==> src/common/fxpPkg.sv <==
package fxpPkg;

    localparam int nInt = 8;
    localparam int nFrac = 15;
    localparam int fxpWidth = nInt + nFrac + 1;

    typedef logic signed [fxpWidth-1:0] fxp_t;

    typedef struct packed {
        fxp_t re;
        fxp_t im;
    } cplx_t;

    // Wide enough for ac - bd without overflow
    localparam int prodWidth = 2 * fxpWidth + 1;
    typedef logic signed [prodWidth-1:0] prod_t;

    function automatic cplx_t mkCplx(int re, int im);
        cplx_t c;
        c.re = fxp_t'(re);
        c.im = fxp_t'(im);
        return c;
    endfunction

    function automatic cplx_t cplxAdd(cplx_t a, cplx_t b);
        cplx_t s;
        s.re = a.re + b.re;
        s.im = a.im + b.im;
        return s;
    endfunction

    // Full products, floor shift by nFrac, wrap to fxpWidth
    function automatic cplx_t cplxMul(cplx_t a, cplx_t b);
        prod_t pr;
        prod_t pi;
        cplx_t y;
        pr = prod_t'(a.re) * prod_t'(b.re) - prod_t'(a.im) * prod_t'(b.im);
        pi = prod_t'(a.re) * prod_t'(b.im) + prod_t'(a.im) * prod_t'(b.re);
        pr = pr >>> nFrac;
        pi = pi >>> nFrac;
        y.re = pr[fxpWidth-1:0];
        y.im = pi[fxpWidth-1:0];
        return y;
    endfunction

    // Integer scaling of both parts, no shift, wraps
    function automatic cplx_t cplxScale(cplx_t a, fxp_t k);
        cplx_t y;
        y.re = a.re * k;
        y.im = a.im * k;
        return y;
    endfunction

endpackage
==> src/hw/partialSum.sv <==
`timescale 1ns/1ns

module partialSum
    import fxpPkg::*;
#(
    parameter int numChan = 4
) (
    input  logic clkResult,
    input  logic rst,
    input  fxp_t partials [numChan],
    output fxp_t result
);

    fxp_t total;

    // Plain wrapping adder chain
    always_comb begin
        total = '0;
        for (int i = 0; i < numChan; i++) begin
            total = total + partials[i];
        end
    end

    always_ff @(posedge clkResult) begin
        if (!rst) begin
            result <= '0;
        end else begin
            result <= total;
        end
    end

endmodule

==> config.mk <==
export PLATFORM = sky130hd
export DESIGN_NAME = partialSum
export DESIGN_NICKNAME = d
export VERILOG_FILES = /design/src/common/fxpPkg.sv /design/src/hw/partialSum.sv
export SDC_FILE = /design/constraint.sdc
export NUM_CORES = 1
export LEC_CHECK = 0
export ABC_AREA = 1
export BUFFER_PORTS_ARGS = -buffer_cell sky130_fd_sc_hd__buf_2
export CORE_UTILIZATION = 50
export CTS_BUF_LIST = sky130_fd_sc_hd__clkbuf_4
export DETAILED_ROUTE_END_ITERATION = 10
export GPL_ROUTABILITY_DRIVEN = 0
export PLACE_DENSITY = 0.87
export RECOVER_POWER = 100
export SYNTH_ARGS = -nofsm -noshare
export SYNTH_HDL_FRONTEND = slang
export SYNTH_SLANG_ARGS = --single-unit
==> constraint.sdc <==
create_clock -name clkResult -period 3.3 [get_ports clkResult]
set_input_delay 0.33 -clock clkResult [delete_from_list [all_inputs] [get_ports clkResult]]
set_output_delay 0.33 -clock clkResult [all_outputs]
set_load 0.01 [all_outputs]
==> flow_results.org <==
** Outcome
- The flow ran to the end, and the final reports show no timing, DRC or antenna violations.

** Worst setup path
- Among cell families on the critical path, the largest total delay comes from adder cells.
- Counting both buffers and inverters, the worst setup path holds a total of 3.
- Element type at the critical path start :: primary input
- By instance count, the cell type seen most on the critical path is fa_1.
- Arrival time worst endpoint :: 2.96 ns
- For the worst setup path, the data required time is 3.53 ns.
- Kind of critical path :: in -> reg
- Of all nets on the critical path, the largest fanout is 5.
- For this design, the slowest cell found on the critical path is fa_1.
- The signal on the critical path passes through clkbuf_1, fa_1, fa_1, ha_1, inv_1, fa_1, inv_1, nand3_1, nand3_1, nand2_1, nand2_1, nand3b_1, a21oi_1, nor2_1.
- Largest stage delay on the critical path :: about 0.53 ns
- The worst setup path is captured at a register.

** Route
- Post-Route WL :: about 7.8 mm
- In this run, the number of DRC markers left after iteration 0 of detailed routing was between 150 and 200.
- Across all layers, the routed design uses 3524 vias.
- Remaining antenna violation count after routing :: 0
- Pre-Repair DR Iteration Count :: 6
- After detailed routing, the average wire length per cell comes to 10.2 um.
- In the routed layout, each cell is associated on average with a via count of 4.62.
- In the routed design, unresolved DRC markers number 0.

** Global routing
- Global routing consumed, over all layers together, a little under a quarter of the routing resources.
- Pin count of the biggest net entering global routing :: 24
- The initial antenna violation count was 0.
- Global-route wire length before repair :: 13.7 mm
- The via count of the first global-routing pass was around 3.4k.
- Gr ovfl total :: 0

** Place
- In this run the cell area measured after placement is around 0.0043 mm^2.
- Total of buffers placed on input and output ports :: 121
- Detailed placer's ending HPWL :: between 6 and 7 mm

** Synthesis
- The cell count after synthesis came out at 544.
- Synthesized area :: around 0.0036 mm^2
- Flip-flop cell with the highest count after synthesis :: dfxtp_1
- Largest area contributor in the synthesized netlist :: fa_1
- Number of flops mapped to enable cells by yosys :: 0
- The Yosys step of the flow raised 0 warnings.
- Most numerous cell types in the synthesized netlist :: 185 x inv_1, 133 x nand2_1, 46 x fa_1
- Biggest area contributors in the synthesized netlist :: fa_1 26%, inv_1 19%, nand2_1 14%, dfxtp_1 13%, ha_1 8.0%
- Counting distinct cell types in the post-synthesis netlist gives 27.
- Share of synthesized flip-flops with an asynchronous set or reset :: 0%
- Share of the synthesized area in the top cell type :: between 20% and 30%
- For this run, the register share of the synthesized area comes to approximately 13%.
- Net count after synthesis :: about 700
- Synthesized area divided by synthesized cell count :: 6.59 um^2
- By instance count, the leading cell after synthesis is inv_1.
- Number of register bits inferred by synthesis :: 24

** Die
- Area of the die :: roughly 0.0075 mm^2
- Die Width :: slightly below 90 um
- The die is 86.7 um tall.
- Row generation in the floorplan step produced 30 rows.
- Pin placement for this block handled 122 I/O pins.
- Placeable core area :: 0.00687 mm^2
- The initial utilization of the core area, before any placement, comes to 52.2%.

** STA
- Setup violations remaining at the end of the flow were counted as 0.
- Worst Tran Pin Value :: approximately 0.44 ns
- Endpoints failing hold :: 0
- Total count of max-transition violations in the final report :: 0
- Setup TNS :: 0 ns
- Worst-case headroom to the max-slew limit :: between 70% and 80%
- Time the final worst path needs with I/O delays and setup :: between 2 and 3 ns
- Unrepaired setup endpoints after global routing :: false
- Part of the cycle the worst path needs :: around 83%
- Max Clk Rate :: between 300 and 400 MHz

** Power and ir drop
- Static Leak :: roughly 2.7 nW
- Total power draw :: between 2 and 2.5 mW
- For this design the ratio of total power to cell area is 496 mW/mm^2.
- Worst vdd ir :: around 0.20 mV

** Finish
- Share of final-layout standard cells stronger than drive strength 1 :: 18.0%
- result holds more flip-flops than any other register.
- After routing the design area is roughly 0.0043 mm^2.
- 0 antenna diodes ended up in the layout.
- The register with the most flip-flops in the layout has 24 of them.
- Layout Area Growth over Synthesis :: 19.0%
- The largest registers in the layout are result x24.
- The net count of the finished layout is roughly 840.
- Counting the fill cells in the layout gives approximately 700.

** Clock tree
- Post-CTS Resized :: 0
- In this run the number of H-tree levels came out at 1.
- TritonCTS built the clock tree.
- The clock drives 24 sinks.
- # Post-CTS Setup Buffers :: 0
- After clock tree synthesis, the clock-pin slew on the worst setup and hold paths is about 0.13 ns.
- The clock passes through at most 2 buffers.
- Clock tree synthesis selected as its root buffer the cell clkbuf_4.
- # hold bufs at CTS :: 0
- CTS buffer count :: 3

** Flow run
- Across the run, the number of max-cap violations was 0.

** Worst hold path
- Class of the tightest hold or removal check :: in -> reg
[metal layers]
layer | track usage, % | share of wire (%)
met5 | 0 | 0
met4 | 7.12 | 2.3
met3 | 2.00 | 5.7
met2 | 43.9 | 51
met1 | 25.7 | 41
[per-stage QoR]
step / hold slack [ns] / cells / setup slack, ns / util [%]
final: 0.319 / 762 / 0.566 / 62.1
after global routing: 0.320 / 762 / 0.410 / 62.1
after CTS: 0.310 / 762 / 0.574 / 63.0
after detailed placement: 0.645 / 759 / 0.247 / 62.6
after global placement: 0.642 / 759 / 0.340 / 62.6
after floorplan: 0.455 / 544 / 0.573 / -
[path summary, 6_finish.rpt]
check  cells after the start          from    endpoint
max                       14   partials[1]  result[17]
min                        4  partials[72]   result[0]
[cell type report]
type                    instances  area (um^2)  share of cell area [%]
flip-flops and latches         24          480                    11.3
well taps                      96          120                    2.81
multi-input cells             326         2350                    55.1
inverters                     192          721                    16.9
clock buffers                   3         22.5                   0.528
repair buffers                121          573                    13.4
[cell families (layout without fill, tap and decap cells)]
family	after synthesis	after routing	share of synthesized area [%]
adders and majority gates	69	69	33.7
and+or+nand+nor	216	216	26.3
AOI/OAI and AO/OA	38	38	5.55
DFF	24	24	13.4
xor gates and xnor gates	3	3	0.733
buffers and inverters	194	316	20.3
[placed cells by master (no fill, tap or decap), types with 2 or more instances in the layout]
cell,instances
fa_1,46
clkbuf_4,3
nand4_1,2
nand3_1,21
dfxtp_1,24
nor2_4,3
buf_2,95
clkbuf_1,26
a21oi_1,25
nand3b_1,3
o21ai_0,10
ha_1,23
nand2_2,5
nor3_1,2
nor2_1,36
xnor2_1,3
inv_1,185
nor2_2,4
inv_2,6
nand2_1,137
[report_power, final]
part	internal, mW	switching, mW	leakage (nW)
clock network	0.0428	0.0877	0.0138
logic	0.556	1.00	2.47
registers	0.397	0.0313	0.201
total	0.996	1.12	2.68
No activity file was read; power rests on OpenSTA's default activity.
